$ cat config.mk
export PLATFORM = sky130hd
export DESIGN_NAME = adder_top
export DESIGN_NICKNAME = d
export VERILOG_FILES = /design/src/verilog/adder_pkg.sv /design/src/verilog/ling_prefix_adder.sv /design/src/verilog/wb_operand_regs.sv /design/src/verilog/sum_capture.sv /design/src/verilog/adder_top.sv
export SDC_FILE = /design/constraint.sdc
export NUM_CORES = 1
export LEC_CHECK = 0
export BUFFER_PORTS_ARGS = -buffer_cell sky130_fd_sc_hd__buf_2
export CORE_MARGIN = 2
export CORE_UTILIZATION = 55
export DETAILED_ROUTE_END_ITERATION = 12
export PLACE_DENSITY = 0.79
export RECOVER_POWER = 25
export SLEW_MARGIN = 20
export SYNTH_ARGS = -nofsm -noshare
export SYNTH_HDL_FRONTEND = slang
export SYNTH_SLANG_ARGS = --single-unit
$ cat constraint.sdc
create_clock -name clk -period 3.07 [get_ports clk]
set_input_delay 0.1535 -clock clk [delete_from_list [all_inputs] [get_ports clk]]
set_output_delay 0.1535 -clock clk [all_outputs]
set_load 0.02 [all_outputs]
$ cat src/verilog/adder_pkg.sv
// Bus word is 32 bits and result flags are placed relative to WIDTH, so WIDTH must stay within 28
package adder_pkg;

	// One Wishbone data word, used in both directions
	typedef logic [31:0] wb_data_t;

	// Word address into the four register slots
	typedef logic [1:0] reg_addr_t;

	// Register map
	localparam reg_addr_t ADDR_OPA    = 2'd0;
	localparam reg_addr_t ADDR_OPB    = 2'd1;
	localparam reg_addr_t ADDR_CTRL   = 2'd2;
	localparam reg_addr_t ADDR_RESULT = 2'd3;

	// Flag positions in the result word
	// Carry-out and overflow are offsets above the sum field
	localparam int RES_COUT_BIT  = 0;
	localparam int RES_OVF_BIT   = 1;
	// Valid is fixed at the top of the word
	localparam int RES_VALID_BIT = 31;

endpackage

$ cat src/verilog/ling_prefix_adder.sv
// Purely combinational and unpipelined; WIDTH must be even and at least 4
module ling_prefix_adder #(
	parameter int WIDTH = 18
) (
	input  logic [WIDTH-1:0] op_a,
	input  logic [WIDTH-1:0] op_b,
	input  logic             cin,
	output logic [WIDTH-1:0] sum,
	output logic             cout,
	output logic             carry_msb
);

	// Tree works on bit pairs, one pseudo-carry per odd position
	localparam int NP = WIDTH / 2;
	localparam int LV = $clog2(NP);
	// Span of the last combining step
	localparam int SF = 1 << (LV - 1);

	// Position 0 carries cin, position k+1 holds operand bit k
	logic [WIDTH:0]   p;
	logic [WIDTH:0]   g;
	// Ling pseudo-carries H(k:0) for odd pairs after the tree
	logic [NP-1:0]    hh;
	logic [WIDTH-1:1] h;
	logic             h_top;
	// Real carry into each position
	logic [WIDTH:1]   c;

	// Pre-computation
	assign p = {op_a | op_b, 1'b1};
	assign g = {op_a & op_b, cin};

	genvar l, m, k;
	generate
		// Each level keeps its own H/I vectors
		for (l = 0; l < LV; l++) begin : g_lvl
			localparam int S = (1 << l) >> 1;
			logic [NP-1:0] hv;
			logic [NP-1:0] iv;

			for (m = 0; m < NP; m++) begin : g_pair
				if (l == 0) begin : g_reduced
					if (m == 0) begin : g_rgry
						// p[0] is tied high, so only generates matter here
						assign hv[m] = g[1] | g[0];
						assign iv[m] = p[0];
					end else begin : g_rblk
						assign hv[m] = g[2*m+1] | g[2*m];
						assign iv[m] = p[2*m] & p[2*m-1];
					end
				end else if (m < S) begin : g_pass
					// Already reaches position 0
					assign hv[m] = g_lvl[l-1].hv[m];
					assign iv[m] = g_lvl[l-1].iv[m];
				end else if (m < 2 * S) begin : g_grey
					assign hv[m] = g_lvl[l-1].hv[m] |
						(g_lvl[l-1].iv[m] & g_lvl[l-1].hv[m-S]);
					assign iv[m] = g_lvl[l-1].iv[m];
				end else begin : g_black
					assign hv[m] = g_lvl[l-1].hv[m] |
						(g_lvl[l-1].iv[m] & g_lvl[l-1].hv[m-S]);
					assign iv[m] = g_lvl[l-1].iv[m] & g_lvl[l-1].iv[m-S];
				end
			end
		end

		// Last step closes every remaining group onto position 0
		for (m = 0; m < NP; m++) begin : g_final
			if (m < SF) begin : g_pass
				assign hh[m] = g_lvl[LV-1].hv[m];
			end else begin : g_grey
				assign hh[m] = g_lvl[LV-1].hv[m] |
					(g_lvl[LV-1].iv[m] & g_lvl[LV-1].hv[m-SF]);
			end
		end

		for (m = 0; m < NP; m++) begin : g_odd
			assign h[2*m+1] = hh[m];
		end

		// Extra grey stage for the even positions
		for (k = 1; k < NP; k++) begin : g_even
			assign h[2*k] = g[2*k] | (p[2*k-1] & hh[k-1]);
		end

		// c(k+1) = p(k) & H(k:0)
		for (k = 1; k < WIDTH; k++) begin : g_carry
			assign c[k+1] = p[k] & h[k];
		end
	endgenerate

	assign c[1] = g[0];

	// Top position has no tree entry, rebuilt from its carry
	assign h_top = g[WIDTH] | c[WIDTH];

	// Post-computation
	assign sum       = (p[WIDTH:1] ^ {h_top, h}) | (g[WIDTH:1] & c);
	assign cout      = p[WIDTH] & h_top;
	assign carry_msb = c[WIDTH];

endmodule

$ cat src/verilog/wb_operand_regs.sv
// Wishbone classic slave, zero wait states, ignores sel and never signals err or retry
module wb_operand_regs import adder_pkg::*; #(
	parameter int WIDTH = 18
) (
	input  logic             clk,
	input  logic             reset,
	input  logic             cyc,
	input  logic             stb,
	input  logic             we,
	input  reg_addr_t        adr,
	input  wb_data_t         dat_i,
	output wb_data_t         dat_o,
	output logic             ack,
	output logic [WIDTH-1:0] op_a,
	output logic [WIDTH-1:0] op_b,
	output logic             cin,
	output logic             start,
	output logic             clear,
	input  wb_data_t         result
);

	logic     req;
	logic     wr_en;
	logic     sel_opa;
	logic     sel_opb;
	logic     sel_ctrl;
	logic     wr_ctrl_q;
	logic     wr_op_q;
	wb_data_t rd_data;

	// A held strobe is not taken again while ack is high
	assign req   = cyc & stb & ~ack;
	assign wr_en = req & we;

	// Address decode, shared by writes and reads
	assign sel_opa  = (adr == ADDR_OPA);
	assign sel_opb  = (adr == ADDR_OPB);
	assign sel_ctrl = (adr == ADDR_CTRL);

	always_comb begin
		rd_data = '0;
		if (sel_opa) begin
			rd_data[WIDTH-1:0] = op_a;
		end else if (sel_opb) begin
			rd_data[WIDTH-1:0] = op_b;
		end else if (sel_ctrl) begin
			rd_data[0] = cin;
		end else begin
			rd_data = result;
		end
	end

	always_ff @(posedge clk) begin
		if (reset) begin
			ack       <= 1'b0;
			dat_o     <= '0;
			op_a      <= '0;
			op_b      <= '0;
			cin       <= 1'b0;
			wr_ctrl_q <= 1'b0;
			wr_op_q   <= 1'b0;
			start     <= 1'b0;
			clear     <= 1'b0;
		end else begin
			ack       <= req;
			// Flags live during the ack cycle, pulses follow one cycle later
			wr_ctrl_q <= wr_en & sel_ctrl;
			wr_op_q   <= wr_en & (sel_opa | sel_opb);
			start     <= wr_ctrl_q;
			clear     <= wr_op_q;
			// Read data sampled together with ack
			if (req) begin
				dat_o <= rd_data;
			end
			if (wr_en && sel_opa) begin
				op_a <= dat_i[WIDTH-1:0];
			end
			if (wr_en && sel_opb) begin
				op_b <= dat_i[WIDTH-1:0];
			end
			if (wr_en && sel_ctrl) begin
				cin <= dat_i[0];
			end
		end
	end

endmodule

$ cat src/verilog/sum_capture.sv
// Result word layout assumes WIDTH+1 stays below the valid bit at 31
module sum_capture import adder_pkg::*; #(
	parameter int WIDTH = 18
) (
	input  logic             clk,
	input  logic             reset,
	input  logic             start,
	input  logic             clear,
	input  logic [WIDTH-1:0] sum,
	input  logic             cout,
	input  logic             carry_msb,
	output wb_data_t         result
);

	logic [WIDTH-1:0] sum_q;
	logic             cout_q;
	logic             ovf_q;
	logic             valid_q;

	always_ff @(posedge clk) begin
		if (reset) begin
			sum_q   <= '0;
			cout_q  <= 1'b0;
			ovf_q   <= 1'b0;
			valid_q <= 1'b0;
		end else if (start) begin
			sum_q   <= sum;
			cout_q  <= cout;
			// Signed overflow when carries into and out of the MSB differ
			ovf_q   <= carry_msb ^ cout;
			valid_q <= 1'b1;
		end else if (clear) begin
			// Old fields stay readable
			valid_q <= 1'b0;
		end
	end

	always_comb begin
		result                             = '0;
		result[WIDTH-1:0]                  = sum_q;
		result[WIDTH + RES_COUT_BIT]       = cout_q;
		result[WIDTH + RES_OVF_BIT]        = ovf_q;
		result[RES_VALID_BIT]              = valid_q;
	end

endmodule

$ cat src/verilog/adder_top.sv
// WIDTH must be even and between 4 and 28; no interrupts, sel is not a port
module adder_top import adder_pkg::*; #(
	parameter int WIDTH = 18
) (
	input  logic      clk,
	input  logic      reset,
	input  logic      cyc,
	input  logic      stb,
	input  logic      we,
	input  reg_addr_t adr,
	input  wb_data_t  dat_i,
	output wb_data_t  dat_o,
	output logic      ack
);

	logic [WIDTH-1:0] op_a;
	logic [WIDTH-1:0] op_b;
	logic             cin;
	logic             start;
	logic             clear;
	logic [WIDTH-1:0] sum;
	logic             cout;
	logic             carry_msb;
	wb_data_t         result;

	// Input side
	wb_operand_regs #(.WIDTH(WIDTH)) u_regs (
		.clk(clk), .reset(reset),
		.cyc(cyc), .stb(stb), .we(we), .adr(adr), .dat_i(dat_i),
		.dat_o(dat_o), .ack(ack),
		.op_a(op_a), .op_b(op_b), .cin(cin),
		.start(start), .clear(clear),
		.result(result)
	);

	// Processing
	ling_prefix_adder #(.WIDTH(WIDTH)) u_adder (
		.op_a(op_a), .op_b(op_b), .cin(cin),
		.sum(sum), .cout(cout), .carry_msb(carry_msb)
	);

	// Output side
	sum_capture #(.WIDTH(WIDTH)) u_capture (
		.clk(clk), .reset(reset),
		.start(start), .clear(clear),
		.sum(sum), .cout(cout), .carry_msb(carry_msb),
		.result(result)
	);

endmodule

==> flow_summary.ini, run 1 <==
[run_status]
status = finished, violations left
failed_checks = max-capacitance violations, max-slew violations

[setup_path]
critPathBufInv = 1
slowest_delay_ns = 0.44
startpoint = u_regs.op_a[5]
path_cells = a22oi_1 -> o311ai_1 -> a31oi_1 -> o31ai_1 -> ha_1 -> inv_1 -> fa_1 -> xnor2_1 -> mux2i_1 -> nor2_1
critPathKind = reg2reg
critical_path.top_delay_family = compound AO/OA/AOI/OAI gates
arrival_ns = 2.79
cp-end-kind = flop
cp.depth = 10
r2r-start = u_regs.op_a[5]
crit_slowest_cell = dfxtp_1
required_ns = 3.24
rr_endpoint = u_capture.ovf_q
crit_end = u_capture.ovf_q
cp_max_fo = 5
r2r_cells = 10
reg2reg_slack_ns = 0.45
start_kind = flop

[job]
drv_cap = 1

[yosys]
netlist_top_cells_count = nor2_1, dfxtp_1, nand2_1
seq_area_frac_synth = 0.400
yosysTopAreaCellShare = 0.400
ys_ff_latch = 84
yosysTopAreaCell = dfxtp_1
synth_flop_cell = dfxtp_1
ys_types = 46
yosys_warnings = 0
syn-cell-area_um2 = 4200
ys_top_cells_by_area = dfxtp_1, mux2i_1, nor2_1
yosysMostFrequentCell = nor2_1
ys_async_sr_fraction = 0
synth.avg_cell_area_um2 = 8.48
syn_inst = 496
synth-edff-count = 0

[layout]
fillCellCount = 672
multi_input_area_um2 = 2210
fin_nets = 583
diodes = 0
seq_area_um2 = 1680
final_layout_size_suffix_gt1_frac = 0.0998
syn_to_final_growth_pct = 9.17

[cts]
cts_tree = yes
clockRootBuffer = clkbuf_8
clkTransAtPathRegs_ns = 0.08
cts_hold_buffers = 0
cts_buffers = 9
cts_num_sinks = 84
post_cts_buffers = 0
cts.path.max_buffers = 2
clock_latency_ns = 0.35
cts_resized = 0
cts-htree-levels = 3

[floorplan]
row_count = 31
die_y_um = 91.4
core_area_um2 = 7330
num_io_pins = 72
start_util = 0.573
die_area_um2 = 8360
die_width_um = 91.4

[power]
pwr-share-comb = 0.078
power_density_nw_per_um2 = 480
irDropWorstVdd_v = 0.000268
seq_power_share = 0.512
switching_share = 0.242
power_frac_clock = 0.410
internal_power_uw = 1670
p_switching_uw = 534
leakagePower_uw = 0.00176

[drt]
drt_wl_total_mm = 8.86
via_count = 3364
drt-pass1-iter-count = 4
drtIter0Drc = 146
antenna_left = 0
wl_per_cell_um = 14.1
drc = 0
vias_per_cell = 5.34

[sta]
setup_viol = 0
holdWs_ns = 0.0477
tns_ns = 0
max_slew_margin = -0.137
worst_pin_slew_ns = 1.70
final_max_slew_viol_count = 42
layout_setup_ws_ns = 0.452
timing.fmax_mhz = 382
fin_crit_sh = 0.853
rsz0062_at_grt = no
finClkSkew_ns = 0.00638
period_minus_slack_ns = 2.62
hold_violations = 0

[global_route]
grt_pass1_vias = 3212
grt_overflow = 0
antenna_found_initial = 0
grt_first_pass_wirelength_mm = 15.2
grt_max_degree = 45
grt_usage = 0.224

[placement]
gp_congestion = 0.778
port_buffers = 46
hpwl_mm = 6.11
pre_cts_ws_ns = 0.541

[worst_hold_path]
hp-class = in2reg
==> routing by layer <==
| metal | up-vias | wire, µm | track usage |
|---|---|---|---|
| met5 | - | 0 | 0 |
| met1 | 1540 | 4190 | 0.310 |
| li1 | 1720 | - | - |
| met4 | 0 | 137 | 0.0821 |
| met2 | 93 | 4060 | 0.355 |
| met3 | 11 | 469 | 0.0340 |
==> stage by stage <==
| stage | utilization | instances | cell area (µm²) | power [µW] |
|---|---|---|---|---|
| after CTS | 0.630 | 630 | 4620 | 2220 |
| after global placement | 0.598 | 614 | 4380 | 1330 |
| final | 0.626 | 630 | 4590 | 2200 |
| after global routing | 0.626 | 630 | 4590 | 2290 |
| after detailed placement | 0.598 | 614 | 4380 | 1330 |
| after floorplan | - | 506 | 4240 | 1290 |
==> logic make-up after synthesis <==
kind of cell,synth area share
AOI/OAI and AO/OA,0.148
buffers and inverters,0.0836
muxes,0.101
xor gates and xnor gates,0.00208
adders and majority gates,0.0741
and+or+nand+nor,0.190
DFF,0.400
other,0.000892
==> worst min path at each step <==
stage,from,endpoint,slack [ns],cells past startpoint
2_1_floorplan,dat_i[15],u_regs.op_b[15],0.29,2
3_3_place_gp,dat_i[1],u_regs.op_a[1],0.40,3
3_5_place_dp,dat_i[3],u_regs.op_b[3],0.41,3
4_1_cts,dat_i[12],u_regs.op_b[12],0.04,3
5_1_grt,dat_i[14],u_regs.op_b[14],0.05,3
6_report,dat_i[12],u_regs.op_b[12],0.05,3
==> power by group through the flow <==
stage	logic, µW	clock network (µW)	registers [µW]
after floorplan	120	0	1170
after global placement	174	0	1150
after detailed placement	177	0	1150
after CTS	177	911	1130
after global routing	191	965	1130
final	172	902	1130
==> area by class of cell <==
| cell class | count | area share |
|---|---|---|
| Multi-Input combinational cell | 353 | 0.481 |
| Sequential cell | 84 | 0.366 |
| Timing Repair Buffer | 51 | 0.0521 |
| Clock buffer | 11 | 0.0330 |
| Tap cell | 99 | 0.0270 |
| Inverter | 27 | 0.0221 |
| Clock inverter | 5 | 0.0183 |
==> worst reg2reg max path: stages (launching register included) <==
cell and delay (ns):
dfxtp_1 0.44, a22oi_1 0.15, o311ai_1 0.39, a31oi_1 0.12, o31ai_1 0.27, ha_1 0.26
inv_1 0.07, fa_1 0.41, xnor2_1 0.15, mux2i_1 0.13, nor2_1 0.05
==> registers in the layout, summed over array words and instances, names as in the netlist <==
| register | flops |
|---|---|
| u_capture.cout_q | 1 |
| u_regs.dat_o | 21 |
| u_capture.sum_q | 18 |
| u_regs.op_a | 18 |
| u_regs.cin | 1 |
| u_regs.ack | 1 |
| u_regs.op_b | 18 |
| u_regs.wr_op_q | 1 |
| u_regs.clear | 1 |
| u_capture.valid_q | 1 |
| u_regs.start | 1 |
| u_capture.ovf_q | 1 |
| u_regs.wr_ctrl_q | 1 |
==> placed cells by master, fill, tap and decap left out, drive strengths merged, types with 5 or more instances in the layout <==
cell type,n
dfxtp,84
conb,11
fa,10
ha,8
a21oi,28
a211oi,33
a31oi,7
or2,7
clkbuf,34
inv,27
nor2,93
nor3,21
mux2i,40
buf,28
nand2,53
nand3,5
Power figures use the tool's default switching activity.
==> inputs of run 2 (changes only) <==
--- a/config.mk
+++ b/config.mk
@@ -5,11 +5,12 @@
 export SDC_FILE = /design/constraint.sdc
 export NUM_CORES = 1
 export LEC_CHECK = 0
+export ABC_AREA = 1
 export BUFFER_PORTS_ARGS = -buffer_cell sky130_fd_sc_hd__buf_2
 export CORE_MARGIN = 2
 export CORE_UTILIZATION = 55
 export DETAILED_ROUTE_END_ITERATION = 12
-export PLACE_DENSITY = 0.79
+export PLACE_DENSITY = 0.8
 export RECOVER_POWER = 25
 export SLEW_MARGIN = 20
 export SYNTH_ARGS = -nofsm -noshare
==> run 2 against run 1 <==
  * Clock skew is 0.00094 ns higher
  * Register-to-register slack improved by 0.28 ns
  * Critical path type unchanged
  * Hold slack gained 0.020 ns
  * Sequential share of layout area is 0.96 points higher
  * Routed wire length increased by 12%
  * Die area shrank 1.1%
  * The run now ends clean
  * Power down 6.0%
  * Design area is 2.6% lower
==> flow_summary.ini, run 2 <==
[run_status]
status = finished clean

[layout]
fin_area_um2 = 4470
largest_register_ffs = 21
syn_to_final_growth_pct = 7.59
regMostFlops = u_regs.dat_o
fin_nets = 650
fin_util = 0.613
layout_commonest_cell = nand2_1
final_cell_mix = nand2_1, dfxtp_1, a21oi_1, inv_1, nor2_1
final_layout_size_suffix_gt1_frac = 0.0903
diodes = 0

[global_route]
grt_first_pass_wirelength_mm = 16.5
grt_overflow = 0
grt_max_degree = 32
antenna_found_initial = 0
grt_usage = 0.249
grt_pass1_vias = 3505

[floorplan]
die_area_um2 = 8270
row_count = 31
die_width_um = 90.9
die_y_um = 90.9
start_util = 0.570
num_io_pins = 72
core_area_um2 = 7290

[setup_path]
critPathBufInv = 3
cpMostUsedCell = nand2_1
crit_slowest_cell = dfxtp_1
critPathKind = reg2reg
cp-end-kind = flop
r2r-start = u_regs.op_a[5]
path_cells = nor2_1 -> nor2_1 -> nand2_1 -> inv_1 -> nand2_1 -> nand2_1 -> nand2_1 -> nand3_1 -> ha_1 -> inv_1 -> fa_1 -> xnor2_1 -> o21ai_0 -> inv_1
startpoint = u_regs.op_a[5]
r2r_cells = 14
cp_max_fo = 5
slowest_delay_ns = 0.43
cp.depth = 14
required_ns = 3.32
arrival_ns = 2.59
critical_path.top_delay_family = simple AND/OR/NAND/NOR gates
start_kind = flop

[drt]
drt_wl_total_mm = 9.92
vias_per_cell = 5.44
drc = 0
wl_per_cell_um = 14.2
antenna_left = 0
drt-pass1-iter-count = 5
drtIter0Drc = 229
via_count = 3791

[sta]
max_slew_margin = 0.523
final_max_slew_viol_count = 0
worst_pin_slew_ns = 0.714
rsz0062_at_grt = no
period_minus_slack_ns = 2.34
setup_viol = 0
tns_ns = 0
fin_crit_sh = 0.761
finClkSkew_ns = 0.00732
timing.fmax_mhz = 428
hold_violations = 0

[cts]
cts_num_sinks = 84
cts_resized = 0
cts_buffers = 9
cts-htree-levels = 3
clkTransAtPathRegs_ns = 0.09
clock_latency_ns = 0.36
cts_tree = yes
clockRootBuffer = clkbuf_8
post_cts_buffers = 0
cts.path.max_buffers = 2
cts_hold_buffers = 0

[yosys]
yosysMostFrequentCell = nand2_1
syn_inst = 561
syn-cell-area_um2 = 4160
yosys_warnings = 0
netlist_top_cells_count = nand2_1, dfxtp_1, a21oi_1
synth_flop_cell = dfxtp_1
synth-edff-count = 0
yosysTopAreaCell = dfxtp_1
synth.avg_cell_area_um2 = 7.41
ys_types = 29
yosysTopAreaCellShare = 0.405
seq_area_frac_synth = 0.405
ys_async_sr_fraction = 0
ys_top_cells_by_area = dfxtp_1, nand2_1, a21oi_1
ys_ff_latch = 84

[power]
power_density_nw_per_um2 = 463
irDropWorstVdd_v = 0.000260
leakagePower_uw = 0.00184
fin_total_pwr_uw = 2070

[worst_hold_path]
hp-start = dat_i[2]
min_path_cells = 3
hp-class = in2reg

[placement]
port_buffers = 46
hpwl_mm = 6.46
dpl_cell_area_um2 = 4310
gp_congestion = 0.850

[job]
drv_cap = 0
run 2: routing by layer:
metal | GRT usage | vias up | share of wire
li1 | - | 1871 | -
met1 | 0.321 | 1786 | 0.44
met2 | 0.420 | 123 | 0.49
met3 | 0.0423 | 11 | 0.057
met4 | 0.0884 | 0 | 0.015
met5 | 0 | - | 0
run 2: worst min-delay path: stages:
cell and delay (ns):
buf_2 0.09, o21ai_1 0.06, a21oi_1 0.10
run 2: report_power, final:
part | switching (µW) | leakage [µW] | internal [µW]
clock network | 410 | 0.0000957 | 340
logic | 136 | 0.00107 | 51.5
registers | 17.5 | 0.000681 | 1110
total | 563 | 0.00184 | 1510
run 2: worst paths after layout:
| path | endpoint | slack (ns) |
|---|---|---|
| max | u_capture.ovf_q | 0.73 |
| min | u_regs.op_b[2] | 0.07 |
| max reg2reg | u_capture.ovf_q | 0.73 |
| min reg2reg | u_regs.clear | 0.41 |
run 2: stage by stage:
| stage | worst slack [ns] | hold WS [ns] | cells |
|---|---|---|---|
| floorplan | 1.12 | 0.223 | 571 |
| global placement | 0.854 | 0.391 | 681 |
| detailed placement | 0.797 | 0.398 | 681 |
| CTS | 0.771 | 0.0587 | 697 |
| global route | 0.540 | 0.0750 | 697 |
| finish | 0.734 | 0.0682 | 697 |
run 2: cell families (layout without fill, tap and decap cells):
logic type / after synthesis / after routing / synth area share
flip-flops: 84 / 84 / 0.405
AO/OA/AOI/OAI: 158 / 158 / 0.198
other: 1 / 11 / 0.000902
adder cells (fa/ha/maj): 18 / 18 / 0.0722
buffers and inverters: 96 / 123 / 0.115
AND/OR/NAND/NOR: 203 / 203 / 0.207
XOR/XNOR: 1 / 1 / 0.00211
run 2: cell type report:
class	instances	area [µm²]
clock buffers	11	151
clock inverters	5	35.0
fillers	698	2820
inverters	57	214
multi-input cells	391	2030
flip-flops and latches	84	1680
well taps	99	124
repair buffers	50	233
==> inputs of run 3 (changes only) <==
--- a/config.mk
+++ b/config.mk
@@ -8,9 +8,9 @@
 export ABC_AREA = 1
 export BUFFER_PORTS_ARGS = -buffer_cell sky130_fd_sc_hd__buf_2
 export CORE_MARGIN = 2
-export CORE_UTILIZATION = 55
+export CORE_UTILIZATION = 51
 export DETAILED_ROUTE_END_ITERATION = 12
-export PLACE_DENSITY = 0.8
+export PLACE_DENSITY = 0.78
 export RECOVER_POWER = 25
 export SLEW_MARGIN = 20
 export SYNTH_ARGS = -nofsm -noshare
==> constraint.sdc (replaced) <==
create_clock -name clk -period 2 [get_ports clk]
set_input_delay 0.1 -clock clk [delete_from_list [all_inputs] [get_ports clk]]
set_output_delay 0.1 -clock clk [all_outputs]
set_load 0.02 [all_outputs]
==> run 3 against run 2 <==
  * Sequential power increased by 54%
  * Critical path type unchanged
  * Combinational power is 78% higher
  * Via count increased by 7.8%
  * Sequential cell count unchanged
  * Largest cell class unchanged
  * Final cell count up 7.6%
  * Critical endpoint is now u_capture.sum_q[15]
  * Routed wire length is 15% higher
==> flow_summary.ini, run 3 (synthesis gave the netlist of run 2 again) <==
[power]
fin_total_pwr_uw = 3430
irDropWorstVdd_v = 0.000341
leakagePower_uw = 0.00217
power_density_nw_per_um2 = 664

[placement]
port_buffers = 46
hpwl_mm = 7.20
gp_congestion = 0.921

[cts]
clock_latency_ns = 0.37
clockRootBuffer = clkbuf_8
clkTransAtPathRegs_ns = 0.09
cts_tree = yes
cts_buffers = 9
cts_num_sinks = 84
cts-htree-levels = 3
cts_hold_buffers = 0
cts.path.max_buffers = 2

[setup_path]
cp_max_fo = 3
start_kind = flop
required_ns = 2.31
cp-end-kind = flop
arrival_ns = 2.28
rr_endpoint = u_capture.sum_q[15]
r2r-start = u_regs.op_b[12]
reg2reg_slack_ns = 0.03
r2r_cells = 11
critPathKind = reg2reg

[sta]
hold_violations = 0
finClkSkew_ns = 0.0153
max_slew_margin = 0.565
final_max_slew_viol_count = 0
period_minus_slack_ns = 1.97
setup_viol = 0
worst_pin_slew_ns = 0.651
fin_crit_sh = 0.987
timing.fmax_mhz = 507
holdWs_ns = 0.00919
rsz0062_at_grt = yes

[floorplan]
die_y_um = 94.3
die_area_um2 = 8890
core_area_um2 = 7810
die_width_um = 94.3
row_count = 32
start_util = 0.532
num_io_pins = 72

[layout]
final_layout_size_suffix_gt1_frac = 0.307
final_cell_mix = nand2_1, a21oi_1, dfxtp_1, buf_4, inv_1
layout_commonest_cell = nand2_1
largest_register_ffs = 21
fin_nets = 700
regMostFlops = u_regs.dat_o
syn_to_final_growth_pct = 24.4
diodes = 0

[global_route]
grt_max_degree = 36
grt_pass1_vias = 3852
grt_first_pass_wirelength_mm = 18.1
grt_usage = 0.262
antenna_found_initial = 0
grt_overflow = 0

[drt]
drtIter0Drc = 267
antenna_left = 0
via_count = 4088
drc = 0
wl_per_cell_um = 15.3
highest_layer = met4
drt-pass1-iter-count = 5
dr_wl_met2_mm = 5.75
vias_per_cell = 5.45
wl_met1_mm = 4.70
wl_met3_um = 702
drt_wl_total_mm = 11.5

[worst_hold_path]
hp-class = in2reg
min_to = u_regs.op_b[10]
hp-start = dat_i[10]
min_path_cells = 3

[run_status]
status = finished clean

[job]
drv_cap = 0
-- run 3: changes by cell type in the layout (fill, tap and decap cells not counted), moves of 20 or more --
cell and delta:
dfxtp_1 -23, dfxtp_2 +23, nand2_1 -20, nor2_1 -20, buf_4 +47
-- run 3: metrics by stage --
stage / instances / TNS [ns] / utilization / worst slack [ns] / area (µm²)
6_report: 750 / 0 / 0.662 / 0.0269 / 5170
4_1_cts: 747 / 0 / 0.631 / 0.00000244 / 4930
3_5_place_dp: 730 / -0.239 / 0.597 / -0.0818 / 4660
2_1_floorplan: 571 / 0 / - / 0.0467 / 4190
5_1_grt: 750 / -0.372 / 0.662 / -0.0947 / 5170
3_3_place_gp: 730 / -0.0581 / 0.597 / -0.0581 / 4660
-- run 3: worst max-delay path by stage --
stage | startpoint | cells past startpoint | slack (ns) | end
after floorplan | u_regs.op_a[6] | 14 | 0.05 | u_capture.ovf_q
after global placement | u_regs.op_b[11] | 12 | -0.06 | u_capture.ovf_q
after detailed placement | u_regs.op_b[6] | 14 | -0.08 | u_capture.ovf_q
after CTS | u_regs.op_a[5] | 13 | 0.000002 | u_capture.sum_q[14]
after global routing | u_regs.op_a[0] | 14 | -0.09 | u_capture.sum_q[12]
final | u_regs.op_b[12] | 11 | 0.03 | u_capture.sum_q[15]
-- run 3: final cells by class --
| cell class | instances | area (µm²) |
|---|---|---|
| clock inverter | 7 | 98.8 |
| fill | 666 | 2640 |
| inverter | 57 | 216 |
| clock buffer | 9 | 124 |
| multi-input combinational | 391 | 2270 |
| timing repair buffer | 100 | 619 |
| sequential | 84 | 1710 |
| tap | 102 | 128 |
-- run 3: repair_timing --
| action | in CTS | in global routing |
|---|---|---|
| gates cloned | 0 | 0 |
| pin swaps | 5 | 41 |
| buffers inserted | 1 | 3 |
| resized for setup | 16 | 99 |
| endpoints found under the setup margin | 8 | 14 |
-- run 3: worst max-delay path, cell delays in order (launching register included) --
cell and delay (ns):
dfxtp_2 0.33, buf_4 0.13, nand2_2 0.09, o21ai_2 0.07, buf_4 0.13, a21oi_1 0.16
o21a_1 0.18, nand2_2 0.08, ha_4 0.16, inv_2 0.05, fa_2 0.41, a21oi_1 0.14
-- run 3: report_power, final --
group	switching [µW]	leakage (µW)	internal (µW)	total, µW
clock network	654	0.000110	709	1360
logic	231	0.00136	101	332
registers	23.6	0.000692	1710	1740
-- run 3: routing by layer --
layer | GRT usage | up-vias
li1 | - | 1972
met1 | 0.314 | 1925
met2 | 0.460 | 167
met3 | 0.0361 | 24
met4 | 0.128 | 0
met5 | 0 | -
